<file path="src/rx_intf_settings.svh">
// width, FIFO depth and packet length macros for the receive interface
`ifndef RX_INTF_SETTINGS_SVH
`define RX_INTF_SETTINGS_SVH

// one I or Q component of an ADC sample
`define IQ_DATA_WIDTH 16

// word on the output stream
`define STREAM_DATA_WIDTH 64

// stream FIFO size in words
`define FIFO_DEPTH 64

// longest packet the framer accepts, in bytes
`define MAX_PKT_BYTES 256

// header field widths
`define PKT_LEN_WIDTH 16
`define RATE_WIDTH 8
`define SN_WIDTH 16

`endif
</file>
<file path="src/rx_intf_pkg.sv">
// sample, header and configuration types plus the framer state enum
`include "rx_intf_settings.svh"

package rx_intf_pkg;

    typedef logic [`STREAM_DATA_WIDTH-1:0] stream_word_t;
    typedef logic [`PKT_LEN_WIDTH-1:0]     pkt_len_t;
    typedef logic [`SN_WIDTH-1:0]          rx_sn_t;

    // needs to hold 0 up to the full depth
    typedef logic [$clog2(`FIFO_DEPTH+1)-1:0] fifo_level_t;

    // I in the upper half, Q in the lower half
    typedef struct packed {
        logic [`IQ_DATA_WIDTH-1:0] i;
        logic [`IQ_DATA_WIDTH-1:0] q;
    } iq_sample_t;

    // same packing as the ADC word, antenna 0 in the low bits
    typedef struct packed {
        iq_sample_t ant1;
        iq_sample_t ant0;
    } ant_pair_t;

    // decoder header fields
    typedef struct packed {
        logic [`RATE_WIDTH-1:0] rate;
        pkt_len_t               len;
        logic                   ht_aggr;
        logic                   ht_aggr_last;
        logic                   ht_sgi;
        logic                   ht_unsupport;
    } pkt_hdr_t;

    typedef struct packed {
        logic ant_swap;
        logic mute_ant0;
        logic loopback_en;
    } rx_cfg_t;

    typedef enum logic [1:0] {
        fr_idle,
        fr_header,
        fr_data,
        fr_trailer
    } framer_state_t;

endpackage

</file>
<file path="src/rx_stream_fifo.sv">
// stream word FIFO with last flag, free space count and registered valid/ready output
`timescale 1ns/1ps
`include "rx_intf_settings.svh"

module rx_stream_fifo
    import rx_intf_pkg::*;
(
    input  logic         clk,
    input  logic         reset,
    input  stream_word_t wr_word,
    input  logic         wr_last,
    input  logic         wr_en,
    input  logic         m00_axis_tready,
    output logic         m00_axis_tvalid,
    output stream_word_t m00_axis_tdata,
    output logic         m00_axis_tlast,
    output fifo_level_t  free_words
);

    localparam int ADDR_W = $clog2(`FIFO_DEPTH);

    stream_word_t      mem_data [`FIFO_DEPTH];
    logic              mem_last [`FIFO_DEPTH];
    logic [ADDR_W-1:0] wr_ptr;
    logic [ADDR_W-1:0] rd_ptr;
    fifo_level_t       count;
    logic              pop;

    // refill the output register when empty or being taken
    assign pop = (count != '0) & (~m00_axis_tvalid | m00_axis_tready);

    always_ff @(posedge clk)
    begin
        if (reset)
        begin
            wr_ptr          <= '0;
            rd_ptr          <= '0;
            count           <= '0;
            m00_axis_tvalid <= 1'b0;
        end
        else
        begin
            if (wr_en)
            begin
                wr_ptr <= wr_ptr + 1'b1;
            end
            if (pop)
            begin
                rd_ptr <= rd_ptr + 1'b1;
            end
            count <= count + fifo_level_t'(wr_en) - fifo_level_t'(pop);
            if (pop)
            begin
                m00_axis_tvalid <= 1'b1;
            end
            else if (m00_axis_tready)
            begin
                m00_axis_tvalid <= 1'b0;
            end
        end
    end

    always_ff @(posedge clk)
    begin
        if (wr_en)
        begin
            mem_data[wr_ptr] <= wr_word;
            mem_last[wr_ptr] <= wr_last;
        end
        if (pop)
        begin
            m00_axis_tdata <= mem_data[rd_ptr];
            m00_axis_tlast <= mem_last[rd_ptr];
        end
    end

    // output register not counted, it only adds slack
    assign free_words = fifo_level_t'(`FIFO_DEPTH) - count;

    property p_hold_under_stall;
        @(posedge clk) disable iff (reset)
            (m00_axis_tvalid && !m00_axis_tready) |=>
                (m00_axis_tvalid && $stable(m00_axis_tdata) && $stable(m00_axis_tlast));
    endproperty
    a_hold_under_stall: assert property (p_hold_under_stall)
        else $error("stream output changed while stalled");

endmodule

</file>
<file path="config.mk">
export PLATFORM = sky130hd
export DESIGN_NAME = rx_stream_fifo
export DESIGN_NICKNAME = d
export VERILOG_FILES = /design/src/rx_intf_pkg.sv /design/src/rx_stream_fifo.sv
export VERILOG_INCLUDE_DIRS = /design/src
export SDC_FILE = /design/constraint.sdc
export NUM_CORES = 2
export LEC_CHECK = 0
export BUFFER_PORTS_ARGS = -buffer_cell sky130_fd_sc_hd__buf_2
export CAP_MARGIN = 20
export CORE_UTILIZATION = 30
export CTS_BUF_LIST = sky130_fd_sc_hd__clkbuf_4
export DETAILED_ROUTE_END_ITERATION = 10
export GPL_ROUTABILITY_DRIVEN = 1
export PLACE_DENSITY = 0.43
export REMOVE_ABC_BUFFERS = 1
export SYNTH_ARGS = -nofsm -noshare
export SYNTH_HDL_FRONTEND = slang
export SYNTH_MEMORY_MAX_BITS = 65536
export SYNTH_SLANG_ARGS = --single-unit
</file>
<file path="constraint.sdc">
create_clock -name clk -period 7.3 [get_ports clk]
set_input_delay 0.365 -clock clk [delete_from_list [all_inputs] [get_ports clk]]
set_output_delay 0.365 -clock clk [all_outputs]
set_load 0.005 [all_outputs]
</file>
==> results.ini <==
[power_and_ir_drop]
p_sw_w=0.0163
pwr-share-comb=0.185
switching_share=0.272
vdd_drop_max_mv=0.280
power_density_nw_per_um2=316
seqPwrFrac=0.463
intPower_w=0.0435
p_clk_frac=0.352
finalPower_w=0.0598
leakagePower_nw=58.8

[cts]
clk_path_buf_depth=5
clock_latency_ps=1760
ctsHoldBuffers=213
clock-sinks=4245
clk_pin_slew_ps=60
cts-root-buf=clkbuf_4
htreeDepth=7
cts_tree=yes
post_cts_buffers=0
cts-buffers-inserted=1221
ctsResizeCount=0

[synth]
synth_area_leaders=edfxtp_1 79%, mux4_2 12%, mux2i_1 3.1%
synth-edff-count=4225
yosysUniqueCellTypes=50
ys.flop_type=edfxtp_1
synth_top_cell_by_area=edfxtp_1
syn-instance-count=7174
synth_warnings=0
netlist_top_cells_count=4,225 x edfxtp_1, 845 x mux4_2, 499 x mux2i_1
synth-seq-area-share=0.789
synth_top_area_share=0.787
ys_ff_latch=4245
synthArstFlopShare=0
synth.most_common_cell=edfxtp_1
synth_area_per_cell_um2=22.5
syn_area_um2=161000

[detailed_routing]
wirelength_mm=556
drtIter0Drc=9166
ant_nets=0
num_vias=85700
post_drt_wl_per_cell_um=33.6
dr.pass1.iters=5
route.detailed.drc=0
routed_via_density=5.19

[place]
place.port_buffers=141
place.gp.congestion=0.734
place_area_um2=172000
dp_hpwl_mm=282

[timing]
fin_crit_sh=0.560
finalCriticalPeriod_ps=4090
finalHoldViolCount=0
rsz0062_at_grt=no
slew_headroom=0.193
fmax_ghz=0.244
finalMaxSlewViolations=0
setup_viol=0
worst_slew_pin_slew_ps=1210
final.setup_skew_ps=144

[flow_run]
max-cap-violations=0

[die]
start_util=0.302
die_w_um=735
core-area_um2=534000
ios=142
row_count=268
die_area_um2=540000
die_h_um=735

[grt]
grt_pass1_vias=89000
grt.total_usage=0.204
grt_start_max_net_pins=105
grt_first_pass_wirelength_mm=750
antenna_found_initial=55
grt-ovfl-total=0

[layout]
drive_gt1_frac=0.348
post-route-cell-area_um2=189000
seqCellArea_um2=127000
nFillCells=50300
multi_input_area_um2=32300
num-nets-final=8666
area_growth_syn_to_layout_pct=17.4

[setup_path]
critPathMaxFanout=33
worstSetupPathType=reg2reg
start_kind=register
crit_arrival_ps=5530
cp-end-kind=register
worstPathRequired_ps=8740

[worst_hold_path]
min_path_type=in2reg

[outcome]
status=completed

## critical path, stage by stage, from the launching register on
cell and delay [ps]:
dfxtp_4 900, buf_4 650, nor2b_4 270, buf_4 540, buf_4 780, a221o_1 290
a21oi_1 50, o21ai_1 180
## final timing paths
path | to | slack [ps] | from | cells after the start
setup / recovery | m00_axis_tdata[8]$_DFFE_PP_ | 3210 | rd_ptr[3]$_SDFFE_PP0P_ | 7
hold / removal | mem_data[19][0]$_DFFE_PP_ | 230 | wr_word[0] | 4
setup reg to reg | m00_axis_tdata[8]$_DFFE_PP_ | 3210 | rd_ptr[3]$_SDFFE_PP0P_ | 7
hold reg to reg | count[6]$_SDFF_PP0_ | 600 | count[5]$_SDFF_PP0_ | 3
## cells in the final DEF (no fill, tap or decap), drive strengths merged, types with 10 or more instances in the layout
master          n
clkinv        201
a22oi         101
diode          22
edfxtp       4225
o22ai         144
dlygate4sd3   147
ha             14
clkbuf       1760
inv            37
o221ai         67
a21oi         144
mux4          845
nor2          124
nand3          14
a221o          14
a211oi        116
mux2i         499
o21ai          77
a22o           55
a2111oi        36
mux2           53
a221oi         14
nor3           10
nand2          70
nor2b          18
dfxtp          20
buf           449
## per-layer routing
metal | GRT usage | share of wire | vias up
met5 | 0 | 0.000076 | -
met4 | 0.0698 | 0.027 | 6
met3 | 0.0421 | 0.064 | 969
met2 | 0.330 | 0.48 | 3684
met1 | 0.275 | 0.43 | 46900
li1 | - | - | 34200
## logic make-up (layout without fill, tap and decap cells)
family / Yosys count / in the layout / share of synthesized area
AO/OA/AOI/OAI: 806 / 806 / 0.0348
XOR/XNOR: 16 / 16 / 0.000869
adder cells (fa/ha/maj): 15 / 15 / 0.00121
buffers and inverters: 423 / 2600 / 0.0136
flip-flops: 4245 / 4245 / 0.789
multiplexers: 1397 / 1397 / 0.153
other: 0 / 22 / 0
AND/OR/NAND/NOR: 272 / 272 / 0.00743
## through the flow
| step | worst slack (ps) | TNS [ps] | util | hold slack, ps | std cells |
|---|---|---|---|---|---|
| floorplan | -44120 | -3001120 | - | 434 | 6763 |
| CTS | 3190 | 0 | 0.354 | 1.00 | 16500 |
| detailed placement | 3130 | 0 | 0.322 | 532 | 14300 |
| global placement | 3050 | 0 | 0.322 | 563 | 14300 |
| finish | 3210 | 0 | 0.355 | 234 | 16500 |
| global route | 3140 | 0 | 0.355 | 116 | 16500 |
## cell type report
| type | count | share of cell area |
|---|---|---|
| Clock inverter | 232 | 0.00558 |
| Multi-Input combinational cell | 2506 | 0.171 |
| Clock buffer | 1760 | 0.0698 |
| Antenna cell | 22 | 0.000291 |
| Tap cell | 7155 | 0.0473 |
| Sequential cell | 4245 | 0.673 |
| Timing Repair Buffer | 596 | 0.0334 |
| Inverter | 12 | 0.000264 |
## power by group through the flow
stage                     Combinational (W)  Clock, W  Sequential (W)
final                                0.0110    0.0210          0.0277
after global routing                 0.0118    0.0229          0.0277
after floorplan                     0.00660         0          0.0283
after global placement               0.0110         0          0.0283
after detailed placement             0.0111         0          0.0283
after CTS                            0.0113    0.0217          0.0277
## state kept, by name, indices dropped and copies added, names as in the netlist
| name | cells |
|---|---|
| count | 7 |
| m00_axis_tdata | 64 |
| m00_axis_tlast | 1 |
| m00_axis_tvalid | 1 |
| mem_data | 4096 |
| mem_last | 64 |
| rd_ptr | 6 |
| wr_ptr | 6 |
Note: power is estimated with default switching activity, not from simulation.
