### src/rx_intf_settings.svh
// width, FIFO depth and packet length macros for the receive interface
`ifndef RX_INTF_SETTINGS_SVH
`define RX_INTF_SETTINGS_SVH

// one I or Q component of an ADC sample
`define IQ_DATA_WIDTH 16

// word on the output stream
`define STREAM_DATA_WIDTH 64

// stream FIFO size in words
`define FIFO_DEPTH 64

// longest packet the framer accepts, in bytes
`define MAX_PKT_BYTES 256

// header field widths
`define PKT_LEN_WIDTH 16
`define RATE_WIDTH 8
`define SN_WIDTH 16

`endif
### src/rx_intf_pkg.sv
// sample, header and configuration types plus the framer state enum
`include "rx_intf_settings.svh"

package rx_intf_pkg;

    typedef logic [`STREAM_DATA_WIDTH-1:0] stream_word_t;
    typedef logic [`PKT_LEN_WIDTH-1:0]     pkt_len_t;
    typedef logic [`SN_WIDTH-1:0]          rx_sn_t;

    // needs to hold 0 up to the full depth
    typedef logic [$clog2(`FIFO_DEPTH+1)-1:0] fifo_level_t;

    // I in the upper half, Q in the lower half
    typedef struct packed {
        logic [`IQ_DATA_WIDTH-1:0] i;
        logic [`IQ_DATA_WIDTH-1:0] q;
    } iq_sample_t;

    // same packing as the ADC word, antenna 0 in the low bits
    typedef struct packed {
        iq_sample_t ant1;
        iq_sample_t ant0;
    } ant_pair_t;

    // decoder header fields
    typedef struct packed {
        logic [`RATE_WIDTH-1:0] rate;
        pkt_len_t               len;
        logic                   ht_aggr;
        logic                   ht_aggr_last;
        logic                   ht_sgi;
        logic                   ht_unsupport;
    } pkt_hdr_t;

    typedef struct packed {
        logic ant_swap;
        logic mute_ant0;
        logic loopback_en;
    } rx_cfg_t;

    typedef enum logic [1:0] {
        fr_idle,
        fr_header,
        fr_data,
        fr_trailer
    } framer_state_t;

endpackage

### src/byte_to_word_packer.sv
// byte to 64-bit word packer with partial word flush on the FCS strobe
`timescale 1ns/1ps
`include "rx_intf_settings.svh"

module byte_to_word_packer
    import rx_intf_pkg::*;
(
    input  logic         clk,
    input  logic         reset,
    input  logic         pkt_clear,
    input  logic [7:0]   byte_in,
    input  logic         byte_in_strobe,
    input  logic         fcs_in_strobe,
    output stream_word_t word,
    output logic         word_strobe,
    output logic         pkt_end,
    output pkt_len_t     bytes_seen
);

    localparam int BYTES_PER_WORD = `STREAM_DATA_WIDTH / 8;
    localparam int IDX_W = $clog2(BYTES_PER_WORD);

    logic [IDX_W-1:0] byte_idx;
    logic [IDX_W-1:0] idx_base;
    logic [IDX_W-1:0] idx_next;
    stream_word_t     acc;
    stream_word_t     acc_next;
    pkt_len_t         byte_cnt;
    pkt_len_t         cnt_base;
    logic             word_full;
    logic             flush;

    // a clear in the same cycle as a byte still keeps that byte
    always_comb
    begin
        idx_base  = pkt_clear ? '0 : byte_idx;
        cnt_base  = pkt_clear ? '0 : byte_cnt;
        acc_next  = acc;
        idx_next  = idx_base;
        word_full = 1'b0;
        if (byte_in_strobe)
        begin
            // first byte of a word starts from zero so partial words are padded
            if (idx_base == '0)
            begin
                acc_next = '0;
            end
            acc_next[idx_base*8 +: 8] = byte_in;
            idx_next  = idx_base + 1'b1;
            word_full = (idx_base == IDX_W'(BYTES_PER_WORD - 1));
        end
    end

    // leftover bytes at FCS time
    assign flush = fcs_in_strobe & (idx_next != '0);

    always_ff @(posedge clk)
    begin
        if (reset)
        begin
            byte_idx    <= '0;
            byte_cnt    <= '0;
            word_strobe <= 1'b0;
            pkt_end     <= 1'b0;
        end
        else
        begin
            byte_idx    <= fcs_in_strobe ? '0 : idx_next;
            byte_cnt    <= cnt_base + pkt_len_t'(byte_in_strobe);
            word_strobe <= word_full | flush;
            pkt_end     <= fcs_in_strobe;
        end
    end

    always_ff @(posedge clk)
    begin
        acc <= acc_next;
        if (word_full || flush)
        begin
            word <= acc_next;
        end
    end

    assign bytes_seen = byte_cnt;

endmodule

### config.mk
export PLATFORM = sky130hd
export DESIGN_NAME = byte_to_word_packer
export DESIGN_NICKNAME = d
export VERILOG_FILES = /design/src/rx_intf_pkg.sv /design/src/byte_to_word_packer.sv
export VERILOG_INCLUDE_DIRS = /design/src
export SDC_FILE = /design/constraint.sdc
export NUM_CORES = 1
export LEC_CHECK = 0
export BUFFER_PORTS_ARGS = -buffer_cell sky130_fd_sc_hd__buf_2
export CAP_MARGIN = 20
export CORE_ASPECT_RATIO = 0.8
export CORE_MARGIN = 2
export CORE_UTILIZATION = 34
export CTS_CLUSTER_SIZE = 25
export DETAILED_ROUTE_END_ITERATION = 10
export REMOVE_ABC_BUFFERS = 1
export SYNTH_ARGS = -nofsm -noshare
export SYNTH_HDL_FRONTEND = slang
export SYNTH_SLANG_ARGS = --single-unit
### constraint.sdc
create_clock -name clk -period 9.2 [get_ports clk]
set_clock_uncertainty 0.05 [all_clocks]
set_input_delay 1.84 -clock clk [delete_from_list [all_inputs] [get_ports clk]]
set_output_delay 1.84 -clock clk [all_outputs]
set_load 0.01 [all_outputs]
==> flow_metrics.py <==
metrics = {
    "cells_and_area": {
        "fillers": 1460,
        "post-route-cell-area_um2": 6850,
        "nNetsFinal": 577,
        "drive_gt1_share_pct": 24.2,
        "final_util_pct": 43.0,
        "syn_to_final_growth_pct": 22.4,
    },
    "synth": {
        "synth.mux.area_fraction_pct": 5.56,
        "synthSimpleGateAreaFrac_pct": 11.3,
        "ys_ff_latch": 149,
        "ys_warn_count": 0,
        "yosys.cell_count.top_type": "dfxtp_1",
        "syn_inst": 467,
        "ys_types": 43,
        "synth.area.top_cells": "edfxtp_1 (34%), dfxtp_1 (30%), mux2i_1 (5.4%)",
        "synth_edf_count": 64,
        "post-synth-top-area-cell": "edfxtp_1",
        "synthArstFlopShare_pct": 0,
        "syn_area_um2": 5600,
        "synth_top_cells_by_count": "dfxtp_1 (85), edfxtp_1 (64), inv_1 (51), o22ai_1 (35), mux2i_1 (30)",
        "yosys.area_share.adder_pct": 1.34,
        "synthFlopType": "dfxtp_1",
        "synth_top_area_share_pct": 34.3,
        "seq_area_frac_synth_pct": 64.7,
        "synth-compound-area-share_pct": 9.70,
        "avgSynthCellArea_um2": 12.0,
        "synth_xor_xnor_area_share_pct": 1.88,
        "synth_top_family_by_area": "simple AND/OR/NAND/NOR gates",
    },
    "timing": {
        "finalCritPeriodShare_pct": 51.3,
        "setup_violations": 0,
        "hold_viol_final": 0,
        "tns_ps": 0,
        "slew-limit-headroom_pct": 47.5,
        "layout_min_cycle_time_ps": 4720,
        "max_freq_ghz": 0.212,
        "tightestPinTransition_ps": 781,
        "slew_violations": 0,
        "rsz0062_at_grt": "false",
        "holdWs_ps": 419,
    },
    "status": {
        "status": "completed",
    },
    "place": {
        "placed_area_um2": 6250,
        "hpwl_um": 8000,
        "io_buffers": 94,
        "place_congestion": 0.812,
    },
    "power_and_ir_drop": {
        "powerDensity_nw_per_um2": 216,
        "pwr-share-comb_pct": 4.3,
        "p_sw_uw": 333,
        "fin_total_pwr_mw": 1.48,
        "switching_share_pct": 22.6,
        "p_seq_share_pct": 48.4,
        "power.internal_mw": 1.14,
        "leakage_nw": 2.65,
        "pwr-share-clk_pct": 47.3,
        "ir_worst_vdd_mv": 0.124,
    },
    "global_route": {
        "grt_pass1_wl_um": 19100,
        "grt_max_degree": 59,
        "grt_pass1_vias": 3587,
        "grt_antenna_before_repair": 1,
        "grt_usage_pct": 14.1,
        "grt_overflow": 0,
    },
    "critical_path": {
        "critical_path.max_fanout": 41,
        "endpoint_kind": "flip-flop",
        "startpoint_type": "input port",
        "crit_required_ps": 9200,
        "worstPathArrival_ps": 4720,
        "critical_path_class": "in2reg",
    },
    "floorplan": {
        "core_um2": 16000,
        "die_w_um": 147,
        "die_h_um": 119,
        "pin_count": 95,
        "die_area_um2": 17500,
        "start_util_pct": 35.1,
        "num_rows": 41,
    },
    "detailed_routing": {
        "via_per_inst": 4.85,
        "vias": 3819,
        "drt_iter0_drc": 192,
        "route.detailed.drc": 0,
        "routed_wl_um": 12100,
        "ant_nets": 0,
        "wl_per_cell_um": 15.4,
        "dr.pass1.iters": 4,
    },
    "clock_tree": {
        "post_cts_buffers": 0,
        "cts_buffers": 17,
        "cts.path.max_buffers": 2,
        "cts_max_level": 4,
        "cts-root-buf": "clkbuf_16",
        "cts_hold_buf": 0,
        "cts_sinks": 149,
        "worstSkewPairLatency_ps": 410,
        "clk_pin_slew_ps": 60,
        "cts_tree": "done",
        "ctsResizeCount": 0,
    },
    "worst_hold_path": {
        "hold_path_class": "reg2reg",
    },
    "job": {
        "drv_cap": 0,
    },
}
[registers in the layout (all words and copies together) (netlist names)]
name and flops:
word_strobe 1, word 64, acc 64, bytes_seen 16
byte_idx 3, pkt_end 1
[cell usage in the layout (no fill, tap or decap), types with 7 or more instances in the layout]
master,instances
xnor2_1,11
nand2b_1,9
mux2i_1,30
nor2b_1,11
nand3_1,27
o22ai_1,35
clkbuf_16,17
a2bb2oi_1,7
buf_2,94
dfxtp_1,85
nor2_1,21
inv_1,51
edfxtp_1,64
and2_1,7
a22o_1,16
nand2_1,12
[worst max-delay path, cell delays in order]
cell,delay [ps]
buf_2,220
nand2b_1,300
inv_1,150
ha_1,510
nor2b_1,160
a2111oi_0,430
a211o_2,520
buf_4,540
[worst paths after layout]
| check | from | end | slack [ps] | cells after the start |
|---|---|---|---|---|
| worst max register to register | byte_idx[0] | word[32] | 5780 | 7 |
| worst min-delay path | acc[28] | acc[28] | 420 | 1 |
| worst max-delay path | pkt_clear | word[32] | 4480 | 8 |
| worst min register to register | acc[28] | acc[28] | 420 | 1 |
[power groups by stage]
stage | Sequential, mW | Combinational, mW | Clock (mW)
6_report | 0.715 | 0.0634 | 0.699
5_1_grt | 0.717 | 0.0694 | 0.741
4_1_cts | 0.715 | 0.0644 | 0.714
3_5_place_dp | 0.729 | 0.0642 | 0
3_3_place_gp | 0.729 | 0.0627 | 0
2_1_floorplan | 0.736 | 0.0234 | 0
[per-stage QoR]
| stage | worst slack (ps) | std cells |
|---|---|---|
| 6_report | 4480 | 787 |
| 5_1_grt | 4060 | 786 |
| 4_1_cts | 4450 | 786 |
| 3_5_place_dp | 4010 | 754 |
| 3_3_place_gp | 4190 | 754 |
| 2_1_floorplan | 4240 | 442 |
[cell type report]
type	instances	area (um^2)	share of cell area (%)
clock inverters	14	163	2.37
inverters	52	195	2.85
well taps	215	269	3.93
repair buffers	97	493	7.19
multi-input cells	241	1670	24.3
clock buffers	18	439	6.41
diodes	1	2.50	0.0365
flip-flops and latches	149	3620	52.9
[logic make-up (layout without fill, tap and decap cells)]
logic type / Yosys count / count (layout)
flops: 149 / 149
simple gates: 114 / 114
compound gates: 78 / 78
buf+inv: 77 / 181
mux: 31 / 31
xor+xnor: 12 / 12
fa+ha+maj: 6 / 6
other cells: 0 / 1
[metal layers]
layer  GRT usage, %  vias to the layer above  routed length (um)
li1               -                     1843                   -
met1           20.3                     1834                5900
met2           19.8                      128                5200
met3           4.56                       14                 852
met4           4.93                        0                 147
met5              0                        -                   0
Note: power is estimated with default switching activity, not from simulation.
