## src/rx_intf_settings.svh

```systemverilog
// width, FIFO depth and packet length macros for the receive interface
`ifndef RX_INTF_SETTINGS_SVH
`define RX_INTF_SETTINGS_SVH

// one I or Q component of an ADC sample
`define IQ_DATA_WIDTH 16

// word on the output stream
`define STREAM_DATA_WIDTH 64

// stream FIFO size in words
`define FIFO_DEPTH 64

// longest packet the framer accepts, in bytes
`define MAX_PKT_BYTES 256

// header field widths
`define PKT_LEN_WIDTH 16
`define RATE_WIDTH 8
`define SN_WIDTH 16

`endif
```

## src/rx_intf_pkg.sv

```systemverilog
// sample, header and configuration types plus the framer state enum
`include "rx_intf_settings.svh"

package rx_intf_pkg;

    typedef logic [`STREAM_DATA_WIDTH-1:0] stream_word_t;
    typedef logic [`PKT_LEN_WIDTH-1:0]     pkt_len_t;
    typedef logic [`SN_WIDTH-1:0]          rx_sn_t;

    // needs to hold 0 up to the full depth
    typedef logic [$clog2(`FIFO_DEPTH+1)-1:0] fifo_level_t;

    // I in the upper half, Q in the lower half
    typedef struct packed {
        logic [`IQ_DATA_WIDTH-1:0] i;
        logic [`IQ_DATA_WIDTH-1:0] q;
    } iq_sample_t;

    // same packing as the ADC word, antenna 0 in the low bits
    typedef struct packed {
        iq_sample_t ant1;
        iq_sample_t ant0;
    } ant_pair_t;

    // decoder header fields
    typedef struct packed {
        logic [`RATE_WIDTH-1:0] rate;
        pkt_len_t               len;
        logic                   ht_aggr;
        logic                   ht_aggr_last;
        logic                   ht_sgi;
        logic                   ht_unsupport;
    } pkt_hdr_t;

    typedef struct packed {
        logic ant_swap;
        logic mute_ant0;
        logic loopback_en;
    } rx_cfg_t;

    typedef enum logic [1:0] {
        fr_idle,
        fr_header,
        fr_data,
        fr_trailer
    } framer_state_t;

endpackage

```

## src/rx_pkt_framer.sv

```systemverilog
// packet accept/drop FSM, header and trailer words, sequence number and rx interrupt
`timescale 1ns/1ps
`include "rx_intf_settings.svh"

module rx_pkt_framer
    import rx_intf_pkg::*;
(
    input  logic         clk,
    input  logic         reset,
    input  pkt_hdr_t     pkt_hdr,
    input  logic         pkt_header_valid,
    input  logic         pkt_header_valid_strobe,
    input  logic         fcs_in_strobe,
    input  logic         fcs_ok,
    input  stream_word_t word,
    input  logic         word_strobe,
    input  logic         pkt_end,
    input  pkt_len_t     bytes_seen,
    input  fifo_level_t  free_words,
    output logic         pkt_clear,
    output stream_word_t wr_word,
    output logic         wr_last,
    output logic         wr_en,
    output logic         rx_pkt_intr,
    output rx_sn_t       dropped_pkts
);

    localparam int NEED_W = `PKT_LEN_WIDTH + 1;

    framer_state_t     state;
    pkt_hdr_t          hdr_q;
    rx_sn_t            rx_sn;
    logic              fcs_ok_q;
    logic              data_pend;
    stream_word_t      data_q;
    logic              hdr_fire;
    logic              len_ok;
    logic              room_ok;
    logic [NEED_W-1:0] need_words;
    logic              trailer_wr;
    stream_word_t      hdr_word;
    stream_word_t      trl_word;

    assign hdr_fire = pkt_header_valid_strobe & pkt_header_valid;

    // data words rounded up, plus header and trailer
    assign need_words = (({1'b0, pkt_hdr.len} + NEED_W'(7)) >> 3) + NEED_W'(2);
    assign len_ok     = (pkt_hdr.len <= pkt_len_t'(`MAX_PKT_BYTES));
    assign room_ok    = (need_words <= NEED_W'(free_words));

    // packer restarts on every new header seen while idle, kept or not
    assign pkt_clear = hdr_fire & (state == fr_idle);

    assign hdr_word = {16'd0, rx_sn, 4'd0,
                       hdr_q.ht_unsupport, hdr_q.ht_sgi, hdr_q.ht_aggr_last, hdr_q.ht_aggr,
                       hdr_q.rate, hdr_q.len};
    assign trl_word = {16'd0, rx_sn, 15'd0, fcs_ok_q, bytes_seen};

    // a flushed last word goes out before the trailer
    assign trailer_wr  = (state == fr_trailer) & ~data_pend;
    assign wr_en       = data_pend | (state == fr_header) | trailer_wr;
    assign wr_last     = trailer_wr;
    assign rx_pkt_intr = trailer_wr;

    always_comb
    begin
        if (data_pend)
        begin
            wr_word = data_q;
        end
        else if (state == fr_header)
        begin
            wr_word = hdr_word;
        end
        else
        begin
            wr_word = trl_word;
        end
    end

    always_ff @(posedge clk)
    begin
        if (reset)
        begin
            state        <= fr_idle;
            rx_sn        <= '0;
            dropped_pkts <= '0;
            data_pend    <= 1'b0;
        end
        else
        begin
            data_pend <= word_strobe & (state == fr_data);
            case (state)
                fr_idle:
                begin
                    if (hdr_fire)
                    begin
                        if (len_ok && room_ok)
                        begin
                            state <= fr_header;
                        end
                        else
                        begin
                            dropped_pkts <= dropped_pkts + 1'b1;
                        end
                    end
                end
                fr_header:
                begin
                    state <= fr_data;
                end
                fr_data:
                begin
                    if (pkt_end)
                    begin
                        state <= fr_trailer;
                    end
                end
                fr_trailer:
                begin
                    if (!data_pend)
                    begin
                        state <= fr_idle;
                        rx_sn <= rx_sn + 1'b1;
                    end
                end
                default:
                begin
                    state <= fr_idle;
                end
            endcase
        end
    end

    always_ff @(posedge clk)
    begin
        if (hdr_fire && state == fr_idle)
        begin
            hdr_q <= pkt_hdr;
        end
        if (fcs_in_strobe)
        begin
            fcs_ok_q <= fcs_ok;
        end
        if (word_strobe)
        begin
            data_q <= word;
        end
    end

    // room reserved at accept must cover every write of the packet
    property p_no_write_when_full;
        @(posedge clk) disable iff (reset) wr_en |-> (free_words != '0);
    endproperty
    a_no_write_when_full: assert property (p_no_write_when_full)
        else $error("framer wrote into a full FIFO");

endmodule

```

## config.mk

```make
export PLATFORM = sky130hd
export DESIGN_NAME = rx_pkt_framer
export DESIGN_NICKNAME = d
export VERILOG_FILES = /design/src/rx_intf_pkg.sv /design/src/rx_pkt_framer.sv
export VERILOG_INCLUDE_DIRS = /design/src
export SDC_FILE = /design/constraint.sdc
export NUM_CORES = 1
export LEC_CHECK = 0
export ABC_AREA = 1
export BUFFER_PORTS_ARGS = -buffer_cell sky130_fd_sc_hd__clkbuf_2
export CAP_MARGIN = 25
export CORE_MARGIN = 4
export CORE_UTILIZATION = 46
export CTS_CLUSTER_SIZE = 8
export DETAILED_ROUTE_END_ITERATION = 16
export MAX_ROUTING_LAYER = met4
export PLACE_DENSITY = 0.77
export SLEW_MARGIN = 20
export SYNTH_ARGS = -nofsm -noshare
export SYNTH_HDL_FRONTEND = slang
export SYNTH_SLANG_ARGS = --single-unit
```

## constraint.sdc

```tcl
create_clock -name clk -period 2.8 [get_ports clk]
set_clock_uncertainty 0.1 [all_clocks]
set_input_delay 0.84 -clock clk [delete_from_list [all_inputs] [get_ports clk]]
set_output_delay 0.84 -clock clk [all_outputs]
set_load 0.02 [all_outputs]
```

==> results.yml <==
clock_network:
  cts_setup_buffers: 0
  clk_latency_ns: 0.41
  root_buffer: "clkbuf_16"
  cts_max_level: 4
  cts_sinks: 128
  numCtsBuffers: 17
  cts_tree: "built"
  hold_buffers: 0
  path_clk_slew_ns: 0.06
  cts_buffer_depth: 2
power_and_ir_drop:
  fin_total_pwr_uw: 5910
  p_leak_uw: 0.00368
  peakVddDrop_uv: 359
  p_per_area_nw_per_um2: 718
grt:
  grt_antenna_before_repair: 0
  grt_pass1_wl_um: 24900
  grtUsageTotal: 0.223
  first_global_vias: 5057
  overflow: 0
  grt_max_degree: 83
route:
  wl_um: 15900
  drt_iter0_markers: 317
  ant_nets: 0
  vias: 5263
  viasPerCell: 4.95
  dr.pass1.iters: 4
  wire_per_inst_um: 14.9
  drc: 0
cells_and_area:
  fillers: 1052
  n_antenna_cell: 0
  drive_gt1_frac: 0.378
  fin_nets: 1015
  syn2layout_area_growth_pct: 35.6
  finalNonFillerCells: 1063
  post-route-util: 0.644
sta:
  finalHoldViolCount: 0
  period_minus_slack_ns: 2.87
  report.final.setup_viol: 16
  worst_slack_ns: -0.0696
  slew_headroom: 0.544
  fmax_mhz: 348
  grt_setup_unrepaired: "yes"
  min_period_over_period: 1.02
  worst_pin_slew_ns: 0.684
  maxSlewViolCount: 0
die:
  core_um2: 12800
  initial_core_util: 0.475
  rows: 41
  die_x_um: 123
  ios: 207
  die-area_um2: 15100
  die_h_um: 123
placement:
  dp.cells: 1029
  io_buffers: 206
  place.gp.congestion: 0.900
  post-dp-hpwl_um: 11300
worst_setup_path:
  path_max_fanout: 7
  criticalPathCategory: "primary input to flip-flop"
  cpMaxStageDelayCell: "ha_4"
  critPathRequiredTime_ns: 3.05
  crit_top_cell: "nand2_1"
  crit_path_end_kind: "flip-flop"
  crit_arrival_ns: 3.12
  critPathMaxStageDelay_ns: 0.30
  crit_chain: "clkbuf_2 -> nand2_1 -> inv_1 -> nand2_4 -> nor2_4 -> nand2_2 -> o21ai_1 -> nand2_1 -> o21ai_1 -> nand2_1 -> ha_4 -> nand2_2 -> nor2_2 -> nand2_1 -> nand2_1 -> nand2_2 -> nand2_8 -> buf_6 -> nand3_2 -> a21oi_2"
  startpoint_type: "primary input"
yosys:
  yosys_warnings: 0
  synth_cell_types: 34
  avgSynthCellArea_um2: 9.29
  synth_area_um2: 6070
  synth.ff_latch_count: 128
  yosysSeqAreaShare: 0.576
  synthesis.nets: 790
  synth_cells: 653
outcome:
  status: "finished, violations left"
  violations: "setup timing"
run:
  max_cap_violations: 0
worst_hold_path:
  min_path_type: "flip-flop to flip-flop"
## worst max-delay path, delay by kind of cell
family	cells	cell delay [ns]
buffers and inverters	3	0.37
AOI/OAI and AO/OA	3	0.44
and+or+nand+nor	13	1.18
adders and majority gates	1	0.30
## path summary, 6_finish.rpt
path                                 from                       endpoint  slack (ns)  depth (start not counted)
max                            pkt_hdr[8]  dropped_pkts[13]$_SDFFE_PP0P_       -0.07                         20
min                rx_sn[15]$_SDFFE_PP0P_         rx_sn[15]$_SDFFE_PP0P_        0.38                          2
max reg2reg  dropped_pkts[0]$_SDFFE_PP0P_  dropped_pkts[14]$_SDFFE_PP0P_        0.76                          7
min reg2reg        rx_sn[15]$_SDFFE_PP0P_         rx_sn[15]$_SDFFE_PP0P_        0.38                          2
## cells in the final DEF, fill, tap and decap left out, types with 2 or more instances in the layout
| cell | instances |
|---|---|
| ha_1 | 11 |
| xnor2_1 | 5 |
| bufinv_16 | 4 |
| ha_2 | 2 |
| clkinv_4 | 4 |
| nor3_1 | 13 |
| xor2_1 | 9 |
| nand4_1 | 6 |
| buf_4 | 16 |
| inv_2 | 5 |
| nand2_8 | 2 |
| buf_6 | 5 |
| buf_12 | 2 |
| a21oi_1 | 20 |
| nand3_1 | 68 |
| dfxtp_1 | 34 |
| clkbuf_2 | 204 |
| inv_6 | 4 |
| clkbuf_16 | 17 |
| nand2_4 | 3 |
| nand2_1 | 151 |
| nand2_2 | 22 |
| nor2_4 | 6 |
| edfxtp_1 | 93 |
| inv_1 | 79 |
| nand3_2 | 6 |
| nor2_2 | 5 |
| clkinv_2 | 2 |
| nor3_2 | 3 |
| o21ai_2 | 4 |
| o21ai_1 | 2 |
| o21ai_0 | 27 |
| nor2_1 | 30 |
| a21oi_2 | 13 |
## cell families (layout without fill, tap and decap cells)
logic type,after synthesis,count (layout),synth area share
simple gates,320,321,0.240
flops,128,128,0.576
buf+inv,108,345,0.0715
compound gates,69,69,0.0635
fa+ha+maj,14,14,0.0289
xor+xnor,14,14,0.0202
## where the power goes
part | switching [µW] | internal (µW) | total [µW]
registers | 50.7 | 2200 | 2250
logic | 871 | 443 | 1310
clock network | 845 | 1500 | 2350
total | 1770 | 4140 | 5910
## cells in the mapped netlist
| master | number | area share |
|---|---|---|
| a21oi_1 | 24 | 0.020 |
| a21oi_2 | 9 | 0.013 |
| a31oi_1 | 1 | 0.0010 |
| and2_0 | 1 | 0.0010 |
| buf_1 | 1 | 0.00062 |
| buf_12 | 1 | 0.0033 |
| buf_2 | 4 | 0.0033 |
| buf_4 | 2 | 0.0025 |
| clkbuf_1 | 15 | 0.0093 |
| dfxtp_1 | 35 | 0.12 |
| edfxtp_1 | 93 | 0.46 |
| ha_1 | 14 | 0.029 |
| inv_1 | 81 | 0.050 |
| inv_2 | 4 | 0.0025 |
| nand2_1 | 158 | 0.098 |
| nand2_2 | 16 | 0.016 |
| nand2_4 | 3 | 0.0056 |
| nand3_1 | 75 | 0.062 |
| nand3b_1 | 1 | 0.0012 |
| nand4_1 | 6 | 0.0062 |
| nand4_2 | 1 | 0.0021 |
| nor2_1 | 33 | 0.020 |
| nor2_2 | 6 | 0.0062 |
| nor2_4 | 2 | 0.0037 |
| nor3_1 | 13 | 0.011 |
| nor3_2 | 3 | 0.0049 |
| nor4_1 | 1 | 0.0010 |
| o211ai_1 | 1 | 0.0012 |
| o21a_1 | 1 | 0.0012 |
| o21ai_0 | 31 | 0.026 |
| o21ai_1 | 2 | 0.0016 |
| or2_2 | 1 | 0.0010 |
| xnor2_1 | 5 | 0.0072 |
| xor2_1 | 9 | 0.013 |
## timing repair
| action | CTS | global route |
|---|---|---|
| gates cloned | 1 | 1 |
| endpoints found under the hold margin | 0 | 0 |
| pin swaps | 21 | 6 |
| resized for setup | 20 | 30 |
| endpoints found under the setup margin | 33 | 47 |
## final cells by class
class	instances	area [µm²]	share of cell area
multi-input combinational	418	2310	0.281
clock inverter	15	208	0.0252
tap	172	215	0.0262
clock buffer	17	425	0.0517
inverter	85	322	0.0391
sequential	128	3490	0.425
timing repair buffer	228	1250	0.152
## flip-flops by register name, summed over array words and instances (netlist names)
register,cells
data_pend,1
data_q,64
dropped_pkts,16
fcs_ok_q,1
hdr_q,28
rx_sn,16
state,2
## per-stage QoR
| stage | setup TNS (ns) | hold WS, ns | setup slack, ns | area, µm² |
|---|---|---|---|---|
| floorplan | -1.83 | 0.352 | -0.149 | 6080 |
| global placement | -7.12 | 0.371 | -0.457 | 7390 |
| detailed placement | -8.79 | 0.379 | -0.575 | 7390 |
| CTS | -0.0737 | 0.388 | -0.0324 | 8120 |
| global route | -3.32 | 0.407 | -0.217 | 8230 |
| finish | -0.718 | 0.382 | -0.0696 | 8230 |
## per-layer routing
metal	track usage	wire length, µm	vias up
met5	-	0	-
met3	0.0521	1150	44
li1	-	-	2620
met2	0.363	7630	206
met4	0.103	520	0
met1	0.263	6570	2393
(Power assumes the default switching activity.)
