`config.mk`:
```
export PLATFORM = sky130hd
export DESIGN_NAME = rx_sample_sel
export DESIGN_NICKNAME = d
export VERILOG_FILES = /design/src/rx_intf_pkg.sv /design/src/rx_sample_sel.sv
export VERILOG_INCLUDE_DIRS = /design/src
export SDC_FILE = /design/constraint.sdc
export NUM_CORES = 1
export LEC_CHECK = 0
export BUFFER_PORTS_ARGS = -buffer_cell sky130_fd_sc_hd__buf_2
export CORE_MARGIN = 3
export CORE_UTILIZATION = 47
export DETAILED_ROUTE_END_ITERATION = 10
export PLACE_DENSITY = 0.88
export SYNTH_ARGS = -nofsm -noshare
export SYNTH_HDL_FRONTEND = slang
export SYNTH_SLANG_ARGS = --single-unit
```
`constraint.sdc`:
```
create_clock -name clk -period 3.63 [get_ports clk]
set_input_delay 0.363 -clock clk [delete_from_list [all_inputs] [get_ports clk]]
set_output_delay 0.363 -clock clk [all_outputs]
set_load 0.05 [all_outputs]
```
`src/rx_intf_settings.svh`:
```
// width, FIFO depth and packet length macros for the receive interface
`ifndef RX_INTF_SETTINGS_SVH
`define RX_INTF_SETTINGS_SVH

// one I or Q component of an ADC sample
`define IQ_DATA_WIDTH 16

// word on the output stream
`define STREAM_DATA_WIDTH 64

// stream FIFO size in words
`define FIFO_DEPTH 64

// longest packet the framer accepts, in bytes
`define MAX_PKT_BYTES 256

// header field widths
`define PKT_LEN_WIDTH 16
`define RATE_WIDTH 8
`define SN_WIDTH 16

`endif
```
`src/rx_intf_pkg.sv`:
```
// sample, header and configuration types plus the framer state enum
`include "rx_intf_settings.svh"

package rx_intf_pkg;

    typedef logic [`STREAM_DATA_WIDTH-1:0] stream_word_t;
    typedef logic [`PKT_LEN_WIDTH-1:0]     pkt_len_t;
    typedef logic [`SN_WIDTH-1:0]          rx_sn_t;

    // needs to hold 0 up to the full depth
    typedef logic [$clog2(`FIFO_DEPTH+1)-1:0] fifo_level_t;

    // I in the upper half, Q in the lower half
    typedef struct packed {
        logic [`IQ_DATA_WIDTH-1:0] i;
        logic [`IQ_DATA_WIDTH-1:0] q;
    } iq_sample_t;

    // same packing as the ADC word, antenna 0 in the low bits
    typedef struct packed {
        iq_sample_t ant1;
        iq_sample_t ant0;
    } ant_pair_t;

    // decoder header fields
    typedef struct packed {
        logic [`RATE_WIDTH-1:0] rate;
        pkt_len_t               len;
        logic                   ht_aggr;
        logic                   ht_aggr_last;
        logic                   ht_sgi;
        logic                   ht_unsupport;
    } pkt_hdr_t;

    typedef struct packed {
        logic ant_swap;
        logic mute_ant0;
        logic loopback_en;
    } rx_cfg_t;

    typedef enum logic [1:0] {
        fr_idle,
        fr_header,
        fr_data,
        fr_trailer
    } framer_state_t;

endpackage

```
`src/rx_sample_sel.sv`:
```
// antenna swap, antenna 0 mute and TX loopback select with registered sample output
`timescale 1ns/1ps

module rx_sample_sel
    import rx_intf_pkg::*;
(
    input  logic       clk,
    input  logic       reset,
    input  rx_cfg_t    cfg,
    input  ant_pair_t  adc_data,
    input  logic       adc_valid,
    input  iq_sample_t iq0_from_tx_intf,
    input  iq_sample_t iq1_from_tx_intf,
    input  logic       iq_valid_from_tx_intf,
    output iq_sample_t sample0,
    output iq_sample_t sample1,
    output logic       sample_strobe
);

    ant_pair_t adc_sel;
    logic      sel_valid;

    // swap first, then mute, ADC path only
    always_comb
    begin
        adc_sel = adc_data;
        if (cfg.ant_swap)
        begin
            adc_sel.ant0 = adc_data.ant1;
            adc_sel.ant1 = adc_data.ant0;
        end
        if (cfg.mute_ant0)
        begin
            adc_sel.ant0 = '0;
        end
    end

    assign sel_valid = cfg.loopback_en ? iq_valid_from_tx_intf : adc_valid;

    always_ff @(posedge clk)
    begin
        if (reset)
        begin
            sample_strobe <= 1'b0;
        end
        else
        begin
            sample_strobe <= sel_valid;
        end
    end

    // samples hold between strobes
    always_ff @(posedge clk)
    begin
        if (sel_valid)
        begin
            if (cfg.loopback_en)
            begin
                sample0 <= iq0_from_tx_intf;
                sample1 <= iq1_from_tx_intf;
            end
            else
            begin
                sample0 <= adc_sel.ant0;
                sample1 <= adc_sel.ant1;
            end
        end
    end

    // strobe to the receiver must be clean once out of reset
    property p_strobe_known;
        @(posedge clk) disable iff (reset) !$isunknown(sample_strobe);
    endproperty
    a_strobe_known: assert property (p_strobe_known)
        else $error("sample_strobe is unknown");

endmodule

```
==> flow_summary.toml, run 1 <==
[clock_tree]
cts_resized = 0
cts_setup_buffers = 0
clockRootBuffer = "clkbuf_8"
cts-buffers-inserted = 9
cts_tree = "yes"
clock_sinks = 65
clk_path_buf_depth = 2
hold_buffers = 0
cts_max_level = 3
path_clk_slew_ns = 0.07

[critical_path]
end_kind = "flip-flop"
cp.required_ns = 3.68
path_max_fanout = 57
worstSetupStartpoint = "cfg[0]"
start_kind = "input pin"
worst_path_max_delay_cell = "buf_4"
cp_cell_sequence = "buf_2, buf_4, or2_4, o21ai_0"
endpoint = "sample0[0]"
arrival_ns = 2.11
slowest_delay_ns = 0.55
crit_type = "in -> reg"

[synthesis]
ys_seq_elements = 65
synth_area_leaders = "edfxtp_1 (57%), mux2i_1 (19%), nand2_1 (7.2%), o21ai_0 (5.1%), o21ai_1 (4.3%)"
synth_edf_count = 64
yosys_warnings = 0
netlist_area_um2 = 3360
synth_top_area_share_pct = 57.3
ys_types = 14
syn_avg_cell_area_um2 = 11.9
async_flop_share_pct = 0
seq_area_frac_synth_pct = 57.9
syn_nets = 416
ys.flop_type = "edfxtp_1"
synthTopCellsByCount = "edfxtp_1 (64), mux2i_1 (64), nand2_1 (64)"
syn-instance-count = 281
synth_largest_area_cell = "edfxtp_1"

[timing]
period_needed_ns = 2.05
fmax_mhz = 487
post-route-period-util_pct = 56.6
fin_setup_tns_ns = 0
tightest_slew_ns = 1.05
timing.hold.ws_ns = 0.187
setup_viol = 0
drv_slew = 0
relSlewSlack_pct = 30.1
rsz0062_at_grt = "no"
finalHoldViolCount = 0

[layout]
drive_above_1_share_pct = 45.7
area_growth_pct = 34.4
fin_area_um2 = 4510
num_antenna_cells = 0
fin_util_pct = 65.6
final_nets = 607
fillCellCount = 559

[global_routing]
grt-ovfl-total = 0
grtUsageTotal_pct = 21.4
antenna_found_initial = 0
grt_pass1_vias = 3026
grt_max_degree = 65
grt_pass1_wl_um = 14000

[placed_design]
place.gp.congestion = 0.809
io_buffer_count = 199
hpwl_um = 6350
placed_area_um2 = 4320

[floorplanning]
fp.coreArea_um2 = 6870
rows = 30
dieWidth_um = 90.5
dieArea_um2 = 8190
initial_core_util_pct = 48.9
ios = 200
die_h_um = 90.5

[power_and_ir_drop]
ir_worst_vdd_mv = 0.270
p_leak_nw = 2.15
p_per_area_nw_per_um2 = 486
p_total_mw = 2.19

[route]
routed_wl_um = 8680
drtIter0Drc = 96
drtAntennaViolNets = 0
drc = 0
vias_per_cell = 5.01
num_vias = 2873
detail_route.first_pass.iterations = 4
drt-wirelength-per-cell_um = 15.1

[min_path]
hp-class = "in -> reg"
hold_start = "reset"

[run_status]
status = "complete, no violations"

[flow_run]
max_cap_violations = 0
## cell type report
class	instances	area (um2)	share of cell area, %
Clock inverter	4	45.0	0.999
Multi-Input combinational cell	195	1230	27.3
Clock buffer	12	145	3.22
Tap cell	96	120	2.66
Sequential cell	65	1940	43.1
Timing Repair Buffer	201	1030	22.8
## logic make-up (layout without fill, tap and decap cells)
logic type | Yosys count | after routing | synth area share [%]
muxes | 65 | 65 | 19.4
and+or+nand+nor | 66 | 66 | 7.61
AOI/OAI and AO/OA | 64 | 64 | 9.66
buffers and inverters | 21 | 217 | 5.44
DFF | 65 | 65 | 57.9
## worst max-delay path: cells and delay by family
kind | cells | cell delay (ns)
compound gates | 1 | 0.16
buf+inv | 2 | 1.05
simple gates | 1 | 0.47
## worst min path at each step
stage | to | slack [ns] | depth (start not counted)
global placement | sample_strobe | 0.52 | 2
CTS | sample_strobe | 0.17 | 2
floorplan | sample_strobe | 0.43 | 1
detailed placement | sample_strobe | 0.52 | 2
global route | sample_strobe | 0.17 | 2
finish | sample_strobe | 0.19 | 2
## layer usage
metal / up-vias / wire length, um / global-route usage [%]
met5: - / 0 / 0
met3: 19 / 528 / 4.75
met1: 1327 / 3180 / 23.4
met4: 0 / 206 / 9.44
li1: 1407 / - / -
met2: 120 / 4770 / 39.2
## report_power, final
part	switching, mW	internal, mW
clock network	0.263	0.333
logic	0.472	0.169
registers	0.0235	0.932
total	0.759	1.43
## flip-flops by register name (all words and copies together) (netlist names)
signal,flops
sample0,32
sample1,32
sample_strobe,1
## through the flow
step | instances | worst slack (ns)
2_1_floorplan | 281 | 1.79
3_5_place_dp | 557 | 1.22
4_1_cts | 573 | 1.59
5_1_grt | 573 | 1.41
3_3_place_gp | 557 | 1.33
6_report | 573 | 1.58
## cells in the final DEF, fill, tap and decap left out, drive strengths merged, types with 3 or more instances in the layout
| cell | Yosys | routed |
|---|---|---|
| buf | 16 | 201 |
| clkbuf | 5 | 12 |
| clkinv | 0 | 3 |
| edfxtp | 64 | 64 |
| mux2i | 64 | 64 |
| nand2 | 64 | 64 |
| o21ai | 64 | 64 |
Power figures use the tool's default switching activity.
==> run 2: changes to the inputs <==
--- a/config.mk
+++ b/config.mk
@@ -8,9 +8,9 @@
 export LEC_CHECK = 0
 export BUFFER_PORTS_ARGS = -buffer_cell sky130_fd_sc_hd__buf_2
 export CORE_MARGIN = 3
-export CORE_UTILIZATION = 47
+export CORE_UTILIZATION = 44
 export DETAILED_ROUTE_END_ITERATION = 10
-export PLACE_DENSITY = 0.88
+export PLACE_DENSITY = 0.83
 export SYNTH_ARGS = -nofsm -noshare
 export SYNTH_HDL_FRONTEND = slang
 export SYNTH_SLANG_ARGS = --single-unit
==> constraint.sdc (replaced) <==
create_clock -name clk -period 2.12 [get_ports clk]
set_input_delay 0.212 -clock clk [delete_from_list [all_inputs] [get_ports clk]]
set_output_delay 0.212 -clock clk [all_outputs]
set_load 0.05 [all_outputs]
==> flow_summary.toml, run 2 (synthesis gave the netlist of run 1 again) <==
[floorplanning]
die_h_um = 93.3
fp.coreArea_um2 = 7330
initial_core_util_pct = 45.8
dieWidth_um = 93.3
dieArea_um2 = 8710
ios = 200
rows = 31

[critical_path]
worst_path_max_delay_cell = "edfxtp_1"
critPathTopFamily = "flip-flops"
slowest_delay_ns = 0.39
cp_cell_sequence = "buf_2"
end_kind = "primary output"
critical_path_buf_inv_count = 1
cp.required_ns = 1.91
start_kind = "flip-flop"
crit_type = "reg -> out"
arrival_ns = 0.94
path_max_fanout = 1

[layout]
drive_above_1_share_pct = 45.1
num_antenna_cells = 0
final_cell_mix = "buf_2 (198), mux2i_1 (64), nand2_1 (64), edfxtp_1 (64), o21ai_0 (34)"
area_growth_pct = 34.4
final_nets = 609
final_common_cell = "buf_2"
largestRegisters = "sample0 (32), sample1 (32), sample_strobe (1)"

[route]
routed_wl_um = 8870
drt-wirelength-per-cell_um = 15.4
num_vias = 2907
vias_per_cell = 5.03
drtIter0Drc = 68
drtAntennaViolNets = 0
drc = 0
detail_route.first_pass.iterations = 5

[clock_tree]
clock_sinks = 65
cts_setup_buffers = 0
cts_resized = 0
cts_tree = "yes"
cts-buffers-inserted = 9
path_clk_slew_ns = 0.07
hold_buffers = 0
cts_max_level = 3
clockRootBuffer = "clkbuf_8"
clk_path_buf_depth = 2

[placed_design]
hpwl_um = 6590
io_buffer_count = 199
place.gp.congestion = 0.777

[timing]
rsz0062_at_grt = "no"
fmax_mhz = 868
tightest_slew_ns = 0.432
post-route-period-util_pct = 54.3
finalHoldViolCount = 0
drv_slew = 0
fin_setup_tns_ns = 0
setup_viol = 0
period_needed_ns = 1.15
relSlewSlack_pct = 71.2

[run_status]
status = "complete, no violations"

[power_and_ir_drop]
comb_power_share_pct = 30.5
p_leak_nw = 2.14
p_int_mw = 2.35
p_per_area_nw_per_um2 = 804
pwr-share-clk_pct = 24.4
p_switching_mw = 1.28
ir_worst_vdd_mv = 0.412
seqPwrFrac_pct = 45.1
switching_share_pct = 35.2
p_total_mw = 3.63

[global_routing]
grt-ovfl-total = 0
grt_pass1_vias = 2953
antenna_found_initial = 0
grt_pass1_wl_um = 13500
grtUsageTotal_pct = 19.7
grt_max_degree = 66

[min_path]
holdPathStages = 2
hp-class = "in -> reg"
whs_endpoint = "sample_strobe"
hold_start = "reset"

[flow_run]
max_cap_violations = 0
==> run 2: cell types whose count changed in the layout (fill, tap and decap cells not counted), sizes merged <==
cell    previous run  this run
clkbuf            12        16
bufinv             1         0
buf              201       203
clkinv             3         0
==> run 2: layer usage <==
layer	GRT usage (%)	part of all wire, %	up-vias
li1	-	-	1413
met1	21.7	37	1336
met2	36.7	53	144
met3	4.02	8.2	14
met4	7.94	1.6	0
met5	0	0	-
==> run 2: cell type report <==
| type | count | area [um2] |
|---|---|---|
| clock buffers | 16 | 160 |
| fillers | 653 | 2820 |
| multi-input cells | 195 | 1230 |
| flip-flops and latches | 65 | 1940 |
| well taps | 99 | 124 |
| repair buffers | 203 | 1050 |
==> run 2: power groups by stage <==
stage          Sequential [mW]  Clock, mW  Combinational, mW
6_report                  1.64      0.887               1.11
3_5_place_dp              1.66          0               1.11
5_1_grt                   1.65      0.968               1.17
4_1_cts                   1.64      0.919               1.11
2_1_floorplan             2.21          0              0.243
3_3_place_gp              1.66          0               1.09
==> run 2: through the flow <==
stage | std cells | utilization [%] | setup WS, ns | instance area (um2) | hold WS [ns]
2_1_floorplan | 281 | - | 0.436 | 3360 | 0.284
3_3_place_gp | 562 | 59.3 | 0.797 | 4350 | 0.375
3_5_place_dp | 562 | 59.3 | 0.752 | 4350 | 0.372
4_1_cts | 578 | 61.5 | 0.929 | 4510 | 0.0141
5_1_grt | 578 | 61.5 | 0.915 | 4510 | 0.0228
6_report | 578 | 61.5 | 0.968 | 4510 | 0.0351
==> run 2: how the worst max path moves through the flow <==
stage	end	cells after the start	from	slack, ns
finish	sample0[3]	1	sample0[3]	0.97
floorplan	sample0[0]	2	cfg[0]	0.44
detailed placement	sample1[29]	4	cfg[2]	0.75
global route	sample0[20]	1	sample0[20]	0.92
CTS	sample0[3]	1	sample0[3]	0.93
global placement	sample0[16]	4	cfg[2]	0.80
